**config.mk**
```make
export PLATFORM = sky130hd
export DESIGN_NAME = llc_channels
export DESIGN_NICKNAME = d
export VERILOG_FILES = /design/src/logic/llc_geom_pkg.sv /design/src/logic/llc_msg_pkg.sv /design/src/logic/llc_channel_buffer.sv /design/src/logic/llc_channels.sv /design/src/logic/llc_req_in_stage.sv /design/src/logic/llc_rsp_in_stage.sv
export SDC_FILE = /design/constraint.sdc
export NUM_CORES = 1
export LEC_CHECK = 0
export BUFFER_PORTS_ARGS = -buffer_cell sky130_fd_sc_hd__buf_4
export CORE_AREA = 2 2 308 310
export DETAILED_ROUTE_END_ITERATION = 10
export DIE_AREA = 0 0 310 312
export PLACE_DENSITY = 0.48
export SETUP_SLACK_MARGIN = 0.2
export SLEW_MARGIN = 30
export SYNTH_ARGS = -nofsm -noshare
export SYNTH_HDL_FRONTEND = slang
export SYNTH_SLANG_ARGS = --single-unit
```
**constraint.sdc**
```tcl
create_clock -name clk -period 20.9 [get_ports clk]
set_input_delay 3.135 -clock clk [delete_from_list [all_inputs] [get_ports clk]]
set_output_delay 3.135 -clock clk [all_outputs]
set_load 0.005 [all_outputs]
```
**src/logic/llc_geom_pkg.sv**
```systemverilog
/* Address, line and word geometry widths of the cache controller */

`default_nettype none

package llc_geom_pkg;

    // Byte address and line offset
    localparam int ADDR_W = 32;
    localparam int OFFSET_W = 4;

    // Line address as seen by the channels
    localparam int LINE_ADDR_W = ADDR_W - OFFSET_W;

    // Words and lines
    localparam int WORD_W = 32;
    localparam int WORDS_PER_LINE = 2;
    localparam int WORD_OFF_W = $clog2(WORDS_PER_LINE);
    localparam int LINE_W = WORD_W * WORDS_PER_LINE;

endpackage

`default_nettype wire

```
**src/logic/llc_msg_pkg.sv**
```systemverilog
/* Message field widths and packed payload widths of the four channels */

`default_nettype none

package llc_msg_pkg;

    import llc_geom_pkg::*;

    // Field widths
    localparam int COH_MSG_W = 2;
    localparam int HPROT_W = 1;
    localparam int REQ_ID_W = 2;
    localparam int DEST_ID_W = 2;
    localparam int HSIZE_W = 3;

    // Coherence request: coh_msg, hprot, line, req_id, word_offset, valid_words, addr
    localparam int REQ_IN_W = COH_MSG_W + HPROT_W + LINE_W + REQ_ID_W
                            + WORD_OFF_W + WORD_OFF_W + LINE_ADDR_W;

    // Coherence response: coh_msg, line, req_id, addr
    localparam int RSP_IN_W = COH_MSG_W + LINE_W + REQ_ID_W + LINE_ADDR_W;

    // Memory request: hwrite, hsize, hprot, line, addr
    localparam int MEM_REQ_W = 1 + HSIZE_W + HPROT_W + LINE_W + LINE_ADDR_W;

    // Forward: coh_msg, req_id, dest_id, addr
    localparam int FWD_OUT_W = COH_MSG_W + REQ_ID_W + DEST_ID_W + LINE_ADDR_W;

endpackage

`default_nettype wire

```
**src/logic/llc_channel_buffer.sv**
```systemverilog
/* Bypassable depth-one queue for one valid/ready channel */

`timescale 1ns/1ps
`default_nettype none

module llc_channel_buffer #(
    parameter int WIDTH = 32
) (
    input  logic             clk,
    input  logic             rst,

    input  logic             src_valid_i,
    output logic             src_ready_o,
    input  logic [WIDTH-1:0] src_data_i,

    output logic             dst_valid_o,
    input  logic             dst_ready_i,
    output logic [WIDTH-1:0] dst_data_o
);

    logic             full_q;
    logic [WIDTH-1:0] slot_q;
    logic             park;

    // Source item arrives while the destination is blocked
    assign park = src_valid_i && src_ready_o && !dst_ready_i;

    always_ff @(posedge clk or negedge rst) begin
        if (!rst) begin
            full_q <= 1'b0;
        end else if (full_q) begin
            // Slot drains when the destination takes it
            full_q <= !dst_ready_i;
        end else begin
            full_q <= park;
        end
    end

    always_ff @(posedge clk) begin
        if (park) begin
            slot_q <= src_data_i;
        end
    end

    assign src_ready_o = !full_q;

    // Held item first, otherwise straight through
    assign dst_valid_o = full_q || src_valid_i;
    assign dst_data_o = full_q ? slot_q : src_data_i;

endmodule

`default_nettype wire

```
**src/logic/llc_channels.sv**
```systemverilog
/* Channel stage top level: request and response inputs,
   memory request and forward outputs, field packing */

`timescale 1ns/1ps
`default_nettype none

module llc_channels
    import llc_geom_pkg::*, llc_msg_pkg::*;
(
    input  logic                   clk,
    input  logic                   rst,

    // Coherence request from the network
    input  logic [COH_MSG_W-1:0]   req_in_coh_msg_i,
    input  logic [HPROT_W-1:0]     req_in_hprot_i,
    input  logic [LINE_ADDR_W-1:0] req_in_addr_i,
    input  logic [LINE_W-1:0]      req_in_line_i,
    input  logic [REQ_ID_W-1:0]    req_in_req_id_i,
    input  logic [WORD_OFF_W-1:0]  req_in_word_offset_i,
    input  logic [WORD_OFF_W-1:0]  req_in_valid_words_i,
    input  logic                   req_in_valid_i,
    output logic                   req_in_ready_o,

    // Captured request toward the controller
    output logic [COH_MSG_W-1:0]   req_coh_msg_o,
    output logic [HPROT_W-1:0]     req_hprot_o,
    output logic [LINE_ADDR_W-1:0] req_addr_o,
    output logic [LINE_W-1:0]      req_line_o,
    output logic [REQ_ID_W-1:0]    req_req_id_o,
    output logic [WORD_OFF_W-1:0]  req_word_offset_o,
    output logic [WORD_OFF_W-1:0]  req_valid_words_o,
    output logic                   req_valid_o,
    input  logic                   req_ready_i,
    input  logic                   set_stalled_i,
    input  logic                   replay_i,

    // Coherence response from the network and its captured copy
    input  logic [COH_MSG_W-1:0]   rsp_in_coh_msg_i,
    input  logic [LINE_ADDR_W-1:0] rsp_in_addr_i,
    input  logic [LINE_W-1:0]      rsp_in_line_i,
    input  logic [REQ_ID_W-1:0]    rsp_in_req_id_i,
    input  logic                   rsp_in_valid_i,
    output logic                   rsp_in_ready_o,
    output logic [COH_MSG_W-1:0]   rsp_coh_msg_o,
    output logic [LINE_ADDR_W-1:0] rsp_addr_o,
    output logic [LINE_W-1:0]      rsp_line_o,
    output logic [REQ_ID_W-1:0]    rsp_req_id_o,
    output logic                   rsp_valid_o,
    input  logic                   rsp_ready_i,

    // Memory request, controller in and network out
    input  logic                   mem_req_hwrite_i,
    input  logic [HSIZE_W-1:0]     mem_req_hsize_i,
    input  logic [HPROT_W-1:0]     mem_req_hprot_i,
    input  logic [LINE_ADDR_W-1:0] mem_req_addr_i,
    input  logic [LINE_W-1:0]      mem_req_line_i,
    input  logic                   mem_req_valid_i,
    output logic                   mem_req_ready_o,
    output logic                   mem_req_hwrite_o,
    output logic [HSIZE_W-1:0]     mem_req_hsize_o,
    output logic [HPROT_W-1:0]     mem_req_hprot_o,
    output logic [LINE_ADDR_W-1:0] mem_req_addr_o,
    output logic [LINE_W-1:0]      mem_req_line_o,
    output logic                   mem_req_valid_o,
    input  logic                   mem_req_ready_i,

    // Forward, controller in and network out
    input  logic [COH_MSG_W-1:0]   fwd_out_coh_msg_i,
    input  logic [LINE_ADDR_W-1:0] fwd_out_addr_i,
    input  logic [REQ_ID_W-1:0]    fwd_out_req_id_i,
    input  logic [DEST_ID_W-1:0]   fwd_out_dest_id_i,
    input  logic                   fwd_out_valid_i,
    output logic                   fwd_out_ready_o,
    output logic [COH_MSG_W-1:0]   fwd_out_coh_msg_o,
    output logic [LINE_ADDR_W-1:0] fwd_out_addr_o,
    output logic [REQ_ID_W-1:0]    fwd_out_req_id_o,
    output logic [DEST_ID_W-1:0]   fwd_out_dest_id_o,
    output logic                   fwd_out_valid_o,
    input  logic                   fwd_out_ready_i,

    // Look-ahead addresses
    output logic [LINE_ADDR_W-1:0] req_in_addr_o,
    output logic [LINE_ADDR_W-1:0] rsp_in_addr_o,
    output logic [LINE_ADDR_W-1:0] req_in_stalled_addr_o,
    output logic [LINE_ADDR_W-1:0] req_in_recall_addr_o
);

    logic [REQ_IN_W-1:0]  req_in_data;
    logic [REQ_IN_W-1:0]  req_data;
    logic [RSP_IN_W-1:0]  rsp_in_data;
    logic [RSP_IN_W-1:0]  rsp_data;
    logic [MEM_REQ_W-1:0] mem_req_in_data;
    logic [MEM_REQ_W-1:0] mem_req_out_data;
    logic [FWD_OUT_W-1:0] fwd_in_data;
    logic [FWD_OUT_W-1:0] fwd_out_data;

    // Address always in the low bits of each payload
    assign req_in_data = {req_in_coh_msg_i, req_in_hprot_i, req_in_line_i, req_in_req_id_i,
                          req_in_word_offset_i, req_in_valid_words_i, req_in_addr_i};
    assign {req_coh_msg_o, req_hprot_o, req_line_o, req_req_id_o,
            req_word_offset_o, req_valid_words_o, req_addr_o} = req_data;

    assign rsp_in_data = {rsp_in_coh_msg_i, rsp_in_line_i, rsp_in_req_id_i, rsp_in_addr_i};
    assign {rsp_coh_msg_o, rsp_line_o, rsp_req_id_o, rsp_addr_o} = rsp_data;

    assign mem_req_in_data = {mem_req_hwrite_i, mem_req_hsize_i, mem_req_hprot_i,
                              mem_req_line_i, mem_req_addr_i};
    assign {mem_req_hwrite_o, mem_req_hsize_o, mem_req_hprot_o,
            mem_req_line_o, mem_req_addr_o} = mem_req_out_data;

    assign fwd_in_data = {fwd_out_coh_msg_i, fwd_out_req_id_i, fwd_out_dest_id_i, fwd_out_addr_i};
    assign {fwd_out_coh_msg_o, fwd_out_req_id_o, fwd_out_dest_id_o, fwd_out_addr_o} = fwd_out_data;

    llc_req_in_stage #(.REQ_W(REQ_IN_W)) u_req_in (
        .clk (clk), .rst (rst),
        .req_in_valid_i (req_in_valid_i), .req_in_ready_o (req_in_ready_o),
        .req_in_data_i (req_in_data),
        .req_valid_o (req_valid_o), .req_ready_i (req_ready_i),
        .set_stalled_i (set_stalled_i), .replay_i (replay_i),
        .req_data_o (req_data),
        .req_in_addr_o (req_in_addr_o),
        .stalled_addr_o (req_in_stalled_addr_o),
        .recall_addr_o (req_in_recall_addr_o)
    );

    llc_rsp_in_stage #(.RSP_W(RSP_IN_W)) u_rsp_in (
        .clk (clk), .rst (rst),
        .rsp_in_valid_i (rsp_in_valid_i), .rsp_in_ready_o (rsp_in_ready_o),
        .rsp_in_data_i (rsp_in_data),
        .rsp_valid_o (rsp_valid_o), .rsp_ready_i (rsp_ready_i),
        .rsp_data_o (rsp_data),
        .rsp_in_addr_o (rsp_in_addr_o)
    );

    // Output channels drive the network pins directly
    llc_channel_buffer #(.WIDTH(MEM_REQ_W)) u_mem_req_buf (
        .clk (clk), .rst (rst),
        .src_valid_i (mem_req_valid_i), .src_ready_o (mem_req_ready_o),
        .src_data_i (mem_req_in_data),
        .dst_valid_o (mem_req_valid_o), .dst_ready_i (mem_req_ready_i),
        .dst_data_o (mem_req_out_data)
    );

    llc_channel_buffer #(.WIDTH(FWD_OUT_W)) u_fwd_out_buf (
        .clk (clk), .rst (rst),
        .src_valid_i (fwd_out_valid_i), .src_ready_o (fwd_out_ready_o),
        .src_data_i (fwd_in_data),
        .dst_valid_o (fwd_out_valid_o), .dst_ready_i (fwd_out_ready_i),
        .dst_data_o (fwd_out_data)
    );

endmodule

`default_nettype wire

```
**src/logic/llc_req_in_stage.sv**
```systemverilog
/* Coherence request input stage: channel buffer, capture register,
   stalled copy with replay and the request address taps */

`timescale 1ns/1ps
`default_nettype none

module llc_req_in_stage
    import llc_geom_pkg::*;
#(
    parameter int REQ_W = 99
) (
    input  logic                   clk,
    input  logic                   rst,

    // Network side
    input  logic                   req_in_valid_i,
    output logic                   req_in_ready_o,
    input  logic [REQ_W-1:0]       req_in_data_i,

    // Controller side
    output logic                   req_valid_o,
    input  logic                   req_ready_i,
    input  logic                   set_stalled_i,
    input  logic                   replay_i,
    output logic [REQ_W-1:0]       req_data_o,

    // Address taps
    output logic [LINE_ADDR_W-1:0] req_in_addr_o,
    output logic [LINE_ADDR_W-1:0] stalled_addr_o,
    output logic [LINE_ADDR_W-1:0] recall_addr_o
);

    logic [REQ_W-1:0] head_data;
    logic [REQ_W-1:0] req_q;
    logic [REQ_W-1:0] stalled_q;

    llc_channel_buffer #(
        .WIDTH (REQ_W)
    ) u_req_buf (
        .clk         (clk),
        .rst         (rst),
        .src_valid_i (req_in_valid_i),
        .src_ready_o (req_in_ready_o),
        .src_data_i  (req_in_data_i),
        .dst_valid_o (req_valid_o),
        .dst_ready_i (req_ready_i),
        .dst_data_o  (head_data)
    );

    // Replay wins over a new transfer in the same cycle
    always_ff @(posedge clk or negedge rst) begin
        if (!rst) begin
            req_q <= '0;
        end else if (replay_i) begin
            req_q <= stalled_q;
        end else if (req_valid_o && req_ready_i) begin
            req_q <= head_data;
        end
    end

    always_ff @(posedge clk or negedge rst) begin
        if (!rst) begin
            stalled_q <= '0;
        end else if (set_stalled_i) begin
            stalled_q <= req_q;
        end
    end

    assign req_data_o = req_q;

    // Line address sits in the low bits of the payload
    assign req_in_addr_o = head_data[LINE_ADDR_W-1:0];
    assign stalled_addr_o = stalled_q[LINE_ADDR_W-1:0];
    assign recall_addr_o = req_q[LINE_ADDR_W-1:0];

endmodule

`default_nettype wire

```
**src/logic/llc_rsp_in_stage.sv**
```systemverilog
/* Coherence response input stage: channel buffer, capture register, address tap */

`timescale 1ns/1ps
`default_nettype none

module llc_rsp_in_stage
    import llc_geom_pkg::*;
#(
    parameter int RSP_W = 96
) (
    input  logic                   clk,
    input  logic                   rst,

    input  logic                   rsp_in_valid_i,
    output logic                   rsp_in_ready_o,
    input  logic [RSP_W-1:0]       rsp_in_data_i,

    output logic                   rsp_valid_o,
    input  logic                   rsp_ready_i,
    output logic [RSP_W-1:0]       rsp_data_o,

    output logic [LINE_ADDR_W-1:0] rsp_in_addr_o
);

    logic [RSP_W-1:0] head_data;
    logic [RSP_W-1:0] rsp_q;

    llc_channel_buffer #(
        .WIDTH (RSP_W)
    ) u_rsp_buf (
        .clk         (clk),
        .rst         (rst),
        .src_valid_i (rsp_in_valid_i),
        .src_ready_o (rsp_in_ready_o),
        .src_data_i  (rsp_in_data_i),
        .dst_valid_o (rsp_valid_o),
        .dst_ready_i (rsp_ready_i),
        .dst_data_o  (head_data)
    );

    always_ff @(posedge clk or negedge rst) begin
        if (!rst) begin
            rsp_q <= '0;
        end else if (rsp_valid_o && rsp_ready_i) begin
            rsp_q <= head_data;
        end
    end

    assign rsp_data_o = rsp_q;
    assign rsp_in_addr_o = head_data[LINE_ADDR_W-1:0];

endmodule

`default_nettype wire

```
Yosys cells after proc, flatten, opt, wreduce, memory -nomap -nowiden
Index checks and enable logic that the tools add are counted.
W data, S select, Z words.
{"block": "totals", "ff_bits": 624, "latch_bits": 0, "ram_bits": 0, "romBits": 0, "inputBits": 338, "output_inout_bits": 446, "elab_cells": 44, "memories": 0}
{"block": "classes", "addsub": 0, "multipliers": 0, "div_mod_pow": 0, "magnitude_cmp": 0, "n_eq_ne": 0, "n_shift": 0, "mux": 10, "bitwise_logic": 0, "reduce_logical": 23}
{"cell": "$mux W99", "n": 3}
{"cell": "$mux W97", "n": 1}
{"cell": "$mux W96", "n": 1}
{"cell": "$mux W34", "n": 1}
{"cell": "$logic_and A1 B1 Y1", "n": 10}
{"cell": "$logic_not A1 Y1", "n": 8}
{"cell": "$logic_or A1 B1 Y1", "n": 4}
{"cell": "$mux W1", "n": 4}
{"cell": "$reduce_bool A2 Y1", "n": 1}

Depth between registers and ports, before layout
Gate-level depths: netlist (run 1).
{"block": "logic_depth", "ltp_word": 4, "mapped_depth": 7, "ltp_nobuf": 3}

By module
Synthesis (run 1) repeated with hierarchy kept, for this count alone.
{"block": "hier_totals", "cells_unflattened": 1739, "area_unflattened_um2": 28080.7}
{"module": "llc_req_in_stage", "n_inst": 1, "cells_per_inst": 827, "area_per_inst_um2": 9414.0, "seq_area_each_um2": 4954.8}
{"module": "llc_channel_buffer (u_rsp_in.u_rsp_buf)", "n_inst": 1, "cells_per_inst": 208, "area_per_inst_um2": 4583.1, "seq_area_each_um2": 2907.8}
{"module": "llc_channel_buffer (u_mem_req_buf)", "n_inst": 1, "cells_per_inst": 210, "area_per_inst_um2": 4568.1, "seq_area_each_um2": 2937.8}
{"module": "llc_channel_buffer (u_req_in.u_req_buf)", "n_inst": 1, "cells_per_inst": 214, "area_per_inst_um2": 4241.6, "seq_area_each_um2": 2997.9}
{"module": "llc_rsp_in_stage", "n_inst": 1, "cells_per_inst": 203, "area_per_inst_um2": 3718.6, "seq_area_each_um2": 2402.3}
{"module": "llc_channel_buffer (u_fwd_out_buf)", "n_inst": 1, "cells_per_inst": 77, "area_per_inst_um2": 1555.2, "seq_area_each_um2": 1046.0}

Least setup slack after synthesis (run 1)
Ideal clock, no wire load.
{"block": "synth_timing", "path_kind": "input to register", "startpoint": "in req_ready_i", "endpoint": "reg u_req_in.u_req_buf.slot_q[0], enable pin", "setup_ns": 0.698, "t_arrival_ns": 10.279, "t_required_ns": 20.202, "setup_slack_ns": 9.923, "path_stages": 1, "path_cell_list": "nor3b_1"}
{"block": "synth_between", "elab_chain_len": 2}
{"item": "from (decl)", "line": "llc_channels.sv:33", "rtl": "input logic req_ready_i,"}
{"item": "$logic_not A1 Y1", "line": "llc_channel_buffer.sv:26", "rtl": "assign park = src_valid_i && src_ready_o && !dst_ready_i;"}
{"item": "$logic_and A1 B1 Y1", "line": "llc_channel_buffer.sv:26"}
{"item": "to (signal assigned)", "line": "llc_channel_buffer.sv:41", "rtl": "slot_q <= src_data_i;"}
{"item": "to (decl)", "line": "llc_channel_buffer.sv:22", "rtl": "logic [WIDTH-1:0] slot_q;"}
No other way between the ends.
A chain may end at the register's enable or synchronous reset.

Worst setup path after layout (run 1)
{"block": "layout_timing", "startpoint": "in fwd_out_addr_i[12]", "endpoint": "out fwd_out_addr_o[12]"}
{"block": "layout_between", "elab_chain_len": 1}
{"item": "from (decl)", "line": "llc_channels.sv:69", "rtl": "input logic [LINE_ADDR_W-1:0] fwd_out_addr_i,"}
{"item": "$mux W34", "line": "llc_channel_buffer.sv:49", "rtl": "assign dst_data_o = full_q ? slot_q : src_data_i;"}
{"item": "to (decl)", "line": "llc_channels.sv:75", "rtl": "output logic [LINE_ADDR_W-1:0] fwd_out_addr_o,"}
No other way between the ends.

==> results.cfg, run 1 <==
[outcome]
status = finished clean

[yosys]
ys_warn_count = 0
synth_area_mm2 = 0.0260
synth_fp_nets = 2136
ys_seq_area_share_pct = 66.4
synthDistinctLibCells = 20
synth_area_per_cell_um2 = 14.4
synth-seq-cells = 624
syn_inst = 1798

[worst_setup_path]
critPathCaptureType = output pin
cp_data_required_time_ns = 17.77
start_kind = input port
crit_fanout = 2
critPathArrivalTime_ns = 3.73
worstSetupPathType = input port to output pin

[floorplanning]
fp-row-count = 112
die_area_mm2 = 0.0967
core_area_mm2 = 0.0930
io_pins = 784
start_util_pct = 27.9
die_h_um = 312
die_w_um = 310

[placed_design]
io_buffers = 783
pre_cts_ws_ns = 14.05
dpl.hpwl_um = 53700
placement.cell_area_mm2 = 0.0324
gp_congestion = 0.822

[timing]
hold_viol = 0
whs_ns = 0.475
setup_tns_ns = 0
fmax_ghz = 0.146
worst_slack_ns = 14.04
fin_crit_ns = 6.86
relSlewSlack_pct = 36.4
slew_viol_final = 0
fin_worst_skew_ns = 0.0280
fin_crit_sh_pct = 32.8
worst_pin_slew_ns = 0.954
rsz0062_at_grt = false
setup_violations = 0

[clock_network]
htree_num_levels = 3
postCtsSetupBuffers = 0
cts_sinks = 624
clock_latency_ns = 0.62
cts_buffers = 75
cts_resized = 0
root_buffer = clkbuf_16
ctsHoldBuffers = 0
cts_buffer_depth = 3
clk_pin_slew_ns = 0.06
cts_tree = built

[flow_run]
maxCapViolations = 0

[routing]
vias = 16900
ant_nets = 0
drt_iter0_markers = 771
viasPerCell = 4.45
finalWirelength_um = 78400
route.detailed.drc = 0
wl_per_cell_um = 20.6
dr.pass1.iters = 4

[global_routing]
grt_max_degree = 116
top_usage_layer = met2
track_usage_pct = 15.5
grt_pass1_vias = 17600
grtUsageMet1_pct = 18.0
globalRouteMet3Util_pct = 5.42
grt_use_met2_pct = 26.4
grt_pass1_wl_um = 114000
overflow = 0
antenna_found_initial = 10

[hold_path]
hold_path.class = register to register

[layout]
finalNetCount = 2822
drive_above_1_share_pct = 48.7
final_area_mm2 = 0.0349
area_delta_synth_final_pct = 34.3

[power_and_ir_drop]
power_density_mw_per_mm2 = 97.0
peakVddDrop_mv = 0.0538
cellLeakagePower_nw = 14.5
total_power_w = 0.00338
-- final cells by class --
type | instances | area (um2)
Fill cell | 9131 | 58200
Sequential cell | 624 | 17300
Multi-Input combinational cell | 972 | 7530
Timing Repair Buffer | 807 | 6100
Clock buffer | 107 | 2080
Tap cell | 1254 | 1570
Clock inverter | 31 | 322
Inverter | 4 | 15.0
Antenna cell | 1 | 2.50
-- cells in the final DEF, fill, tap and decap left out --
| cell type | instances |
|---|---|
| buf_4 | 801 |
| clkinvlp_4 | 1 |
| clkbuf_16 | 77 |
| o31ai_1 | 71 |
| inv_6 | 3 |
| inv_1 | 4 |
| o21a_4 | 1 |
| diode_2 | 1 |
| bufinv_16 | 5 |
| o21ai_4 | 2 |
| clkinv_8 | 2 |
| o21ai_0 | 96 |
| mux2_2 | 314 |
| dfrtp_1 | 295 |
| mux2i_1 | 96 |
| clkinv_2 | 11 |
| buf_16 | 1 |
| nand2_1 | 167 |
| dfrtp_4 | 3 |
| clkbuf_1 | 26 |
| clkinv_1 | 8 |
| edfxtp_1 | 326 |
| buf_6 | 4 |
| inv_16 | 1 |
| nor3b_2 | 4 |
| nor2_1 | 71 |
| clkbuf_8 | 4 |
| a211oi_1 | 71 |
| buf_8 | 1 |
| nor2b_1 | 75 |
| or2_2 | 4 |
-- final timing paths --
| path | from | endpoint | slack [ns] | cells after the start |
|---|---|---|---|---|
| setup reg to reg | u_req_in.u_req_buf.full_q$_DFF_PN0_ | u_req_in.req_data_o[7]$_DFFE_PN0P_ | 17.88 | 4 |
| min in group asynchronous | rst | u_req_in.stalled_q[77]$_DFFE_PN0P_ | 2.55 | 1 |
| max in group asynchronous | rst | u_rsp_in.u_rsp_buf.full_q$_DFF_PN0_ | 16.28 | 3 |
| setup / recovery | fwd_out_addr_i[12] | fwd_out_addr_o[12] | 14.04 | 3 |
| hold reg to reg | u_req_in.stalled_q[31]$_DFFE_PN0P_ | u_req_in.req_data_o[31]$_DFFE_PN0P_ | 0.48 | 2 |
| hold / removal | u_req_in.stalled_q[31]$_DFFE_PN0P_ | u_req_in.req_data_o[31]$_DFFE_PN0P_ | 0.48 | 2 |
-- cell usage after synthesis --
master / instances / area (um2)
nor2b_1: 75 / 469
mux2_2: 314 / 3540
inv_1: 4 / 15.0
nand2_1: 167 / 627
buf_6: 7 / 78.8
dfrtp_1: 298 / 7460
mux2i_1: 96 / 961
a211oi_1: 71 / 533
o21a_1: 1 / 7.51
o21ai_2: 1 / 8.76
o31ai_1: 71 / 533
or2_2: 4 / 25.0
buf_4: 96 / 721
buf_2: 53 / 265
edfxtp_1: 326 / 9790
clkbuf_1: 41 / 154
o21ai_0: 97 / 485
nor2_1: 71 / 267
nor3b_1: 4 / 30.0
clkbuf_2: 1 / 5.00
-- state kept, by name, summed over array words and instances, names as in the netlist --
signal                     flops
u_fwd_out_buf.full_q           1
u_req_in.u_req_buf.full_q      1
u_mem_req_buf.full_q           1
u_req_in.req_data_o           99
u_req_in.u_req_buf.slot_q     99
u_req_in.stalled_q            99
u_rsp_in.u_rsp_buf.slot_q     96
u_fwd_out_buf.slot_q          34
u_rsp_in.rsp_data_o           96
u_mem_req_buf.slot_q          97
u_rsp_in.u_rsp_buf.full_q      1
-- report_power, final --
part	switching (W)	internal, W	leakage (nW)	total [W]
clock network	0.000529	0.000759	1.17	0.00129
logic	0.000246	0.000312	6.64	0.000558
registers	0.0000943	0.00144	6.68	0.00154
-- metal layers --
layer  up-vias  routed length, um
li1       7860                  -
met3       123               6430
met4        18               2330
met1      8382              30400
met5         -                127
met2       509              39100
-- kinds of logic after synthesis --
kind of cell	count (synthesis)	share of synthesized area, %
multiplexers	410	17.3
buffers and inverters	202	4.77
AND/OR/NAND/NOR	321	5.46
AO/OA/AOI/OAI	241	6.04
flip-flops	624	66.4
-- through the flow --
step,instances,utilization (%)
finish,3800,37.5
global route,3800,37.5
CTS,3798,37.4
detailed placement,3660,34.9
global placement,3660,34.9
floorplan,1798,-
-- critical path, stage by stage --
cell and delay (ns):
buf_4 0.11, mux2_2 0.32, buf_4 0.16
Note: power is estimated with default switching activity, not from simulation.
==> run 2, diff against run 1 <==
- clock period: 20.9 -> 6.6 ns (I/O delays scaled with it)
==> results.cfg, run 2 (synthesized netlist as in run 1, its figures left out) <==
[outcome]
status = finished clean

[clock_network]
cts_buffer_depth = 3
clk_pin_slew_ns = 0.06
htree_num_levels = 3
postCtsSetupBuffers = 0
cts_resized = 0
cts_tree = built
cts_buffers = 76
ctsHoldBuffers = 0
clock_latency_ns = 0.63
root_buffer = clkbuf_16
cts_sinks = 624

[floorplanning]
die_h_um = 312
die_w_um = 310
core_area_mm2 = 0.0930
fp-row-count = 112
die_area_mm2 = 0.0967
start_util_pct = 27.9
io_pins = 784

[power_and_ir_drop]
power_frac_seq_pct = 44.8
peakVddDrop_mv = 0.184
power_density_mw_per_mm2 = 310
swShare_pct = 26.0
total_power_w = 0.0109
power_frac_clock_pct = 38.7
power.net_switching_w = 0.00282
internal_power_w = 0.00805
pwr-share-comb_pct = 16.4
cellLeakagePower_nw = 14.6

[global_routing]
overflow = 0
track_usage_pct = 16.4
grt_max_degree = 145
grt_pass1_vias = 17800
antenna_found_initial = 16
grt_pass1_wl_um = 120000

[timing]
rsz0062_at_grt = false
worst_pin_slew_ns = 0.915
setup_tns_ns = 0
setup_violations = 0
fin_worst_skew_ns = 0.0184
worst_slack_ns = 2.84
relSlewSlack_pct = 39.0
slew_viol_final = 0
fmax_ghz = 0.266
fin_crit_ns = 3.76
hold_viol = 0
fin_crit_sh_pct = 57.0

[routing]
vias = 17000
finalWirelength_um = 81900
drt_iter0_markers = 951
viasPerCell = 4.45
route.detailed.drc = 0
ant_nets = 0
dr.pass1.iters = 4
wl_per_cell_um = 21.5

[layout]
drive_above_1_share_pct = 49.2
fin_cells = 3808
mostFrequentLayoutCells = buf_4 (796), edfxtp_1 (326), mux2_2 (314)
finalNetCount = 2820
final_common_cell = buf_4
area_delta_synth_final_pct = 35.0

[worst_setup_path]
critPathCaptureType = output pin
crit_start = u_mem_req_buf.full_q$_DFF_PN0_
start_kind = register
crit_fanout = 68
critPathArrivalTime_ns = 2.77
worstSetupPathType = register to output pin
r2r_cells = 5
reg2reg_from = u_req_in.u_req_buf.full_q$_DFF_PN0_
reg2reg_slack_ns = 3.64
cp_data_required_time_ns = 5.61

[placed_design]
gp_congestion = 0.806
io_buffers = 783
pre_cts_ws_ns = 3.44
dp_cells = 3657
dpl.hpwl_um = 56700

[flow_run]
maxCapViolations = 0

[hold_path]
hold_path.class = input port to async pin
-- run 2: cell types whose count changed in the layout (fill, tap and decap cells not counted), moves of 5 or more --
cell,change
diode_2,+8
clkbuf_1,-13
clkinv_2,+7
buf_4,-5
-- run 2: layer usage --
layer | track usage (%) | up-vias | share of wire, % | wire, um
met2 | 27.6 | 492 | 50 | 40800
met5 | 0 | - | 0.12 | 97
li1 | - | 7869 | - | -
met4 | 6.12 | 14 | 2.8 | 2320
met1 | 19.0 | 8458 | 39 | 31700
met3 | 6.16 | 128 | 8.6 | 7040
-- run 2: path summary, 6_finish.rpt --
kind                                                        to
setup reg to reg           u_req_in.req_data_o[66]$_DFFE_PN0P_
setup / recovery                            mem_req_line_o[32]
hold reg to reg            u_req_in.req_data_o[74]$_DFFE_PN0P_
min in group clk           u_req_in.req_data_o[74]$_DFFE_PN0P_
max in group asynchronous  u_rsp_in.u_rsp_buf.full_q$_DFF_PN0_
hold / removal              u_req_in.stalled_q[12]$_DFFE_PN0P_
-- run 2: worst max-delay path: stages, from the launching register on --
cell and delay, ns:
dfrtp_4 0.72, buf_4 0.78, mux2_2 0.43, buf_4 0.14
-- run 2: metrics by stage --
step | hold slack [ns] | utilization, % | cell area (um2)
after floorplan | 0.445 | - | 26000
after global placement | 0.456 | 34.9 | 32500
after detailed placement | 0.461 | 34.9 | 32500
after CTS | 0.186 | 37.6 | 35000
after global routing | 0.212 | 37.7 | 35000
final | 0.226 | 37.7 | 35000
-- run 2: cell type report --
class / instances / area (um2)
fill: 9078 / 58000
sequential: 624 / 17300
multi-input combinational: 972 / 7550
timing repair buffer: 804 / 6130
clock buffer: 98 / 2100
tap: 1254 / 1570
clock inverter: 43 / 407
antenna: 9 / 22.5
inverter: 4 / 15.0
-- run 2: power groups by stage --
stage | clock network (W) | registers, W | logic [W]
after global placement | 0 | 0.00493 | 0.00180
after global routing | 0.00453 | 0.00494 | 0.00195
after detailed placement | 0 | 0.00495 | 0.00182
final | 0.00421 | 0.00488 | 0.00179
after CTS | 0.00438 | 0.00488 | 0.00183
after floorplan | 0 | 0.00487 | 0.000849
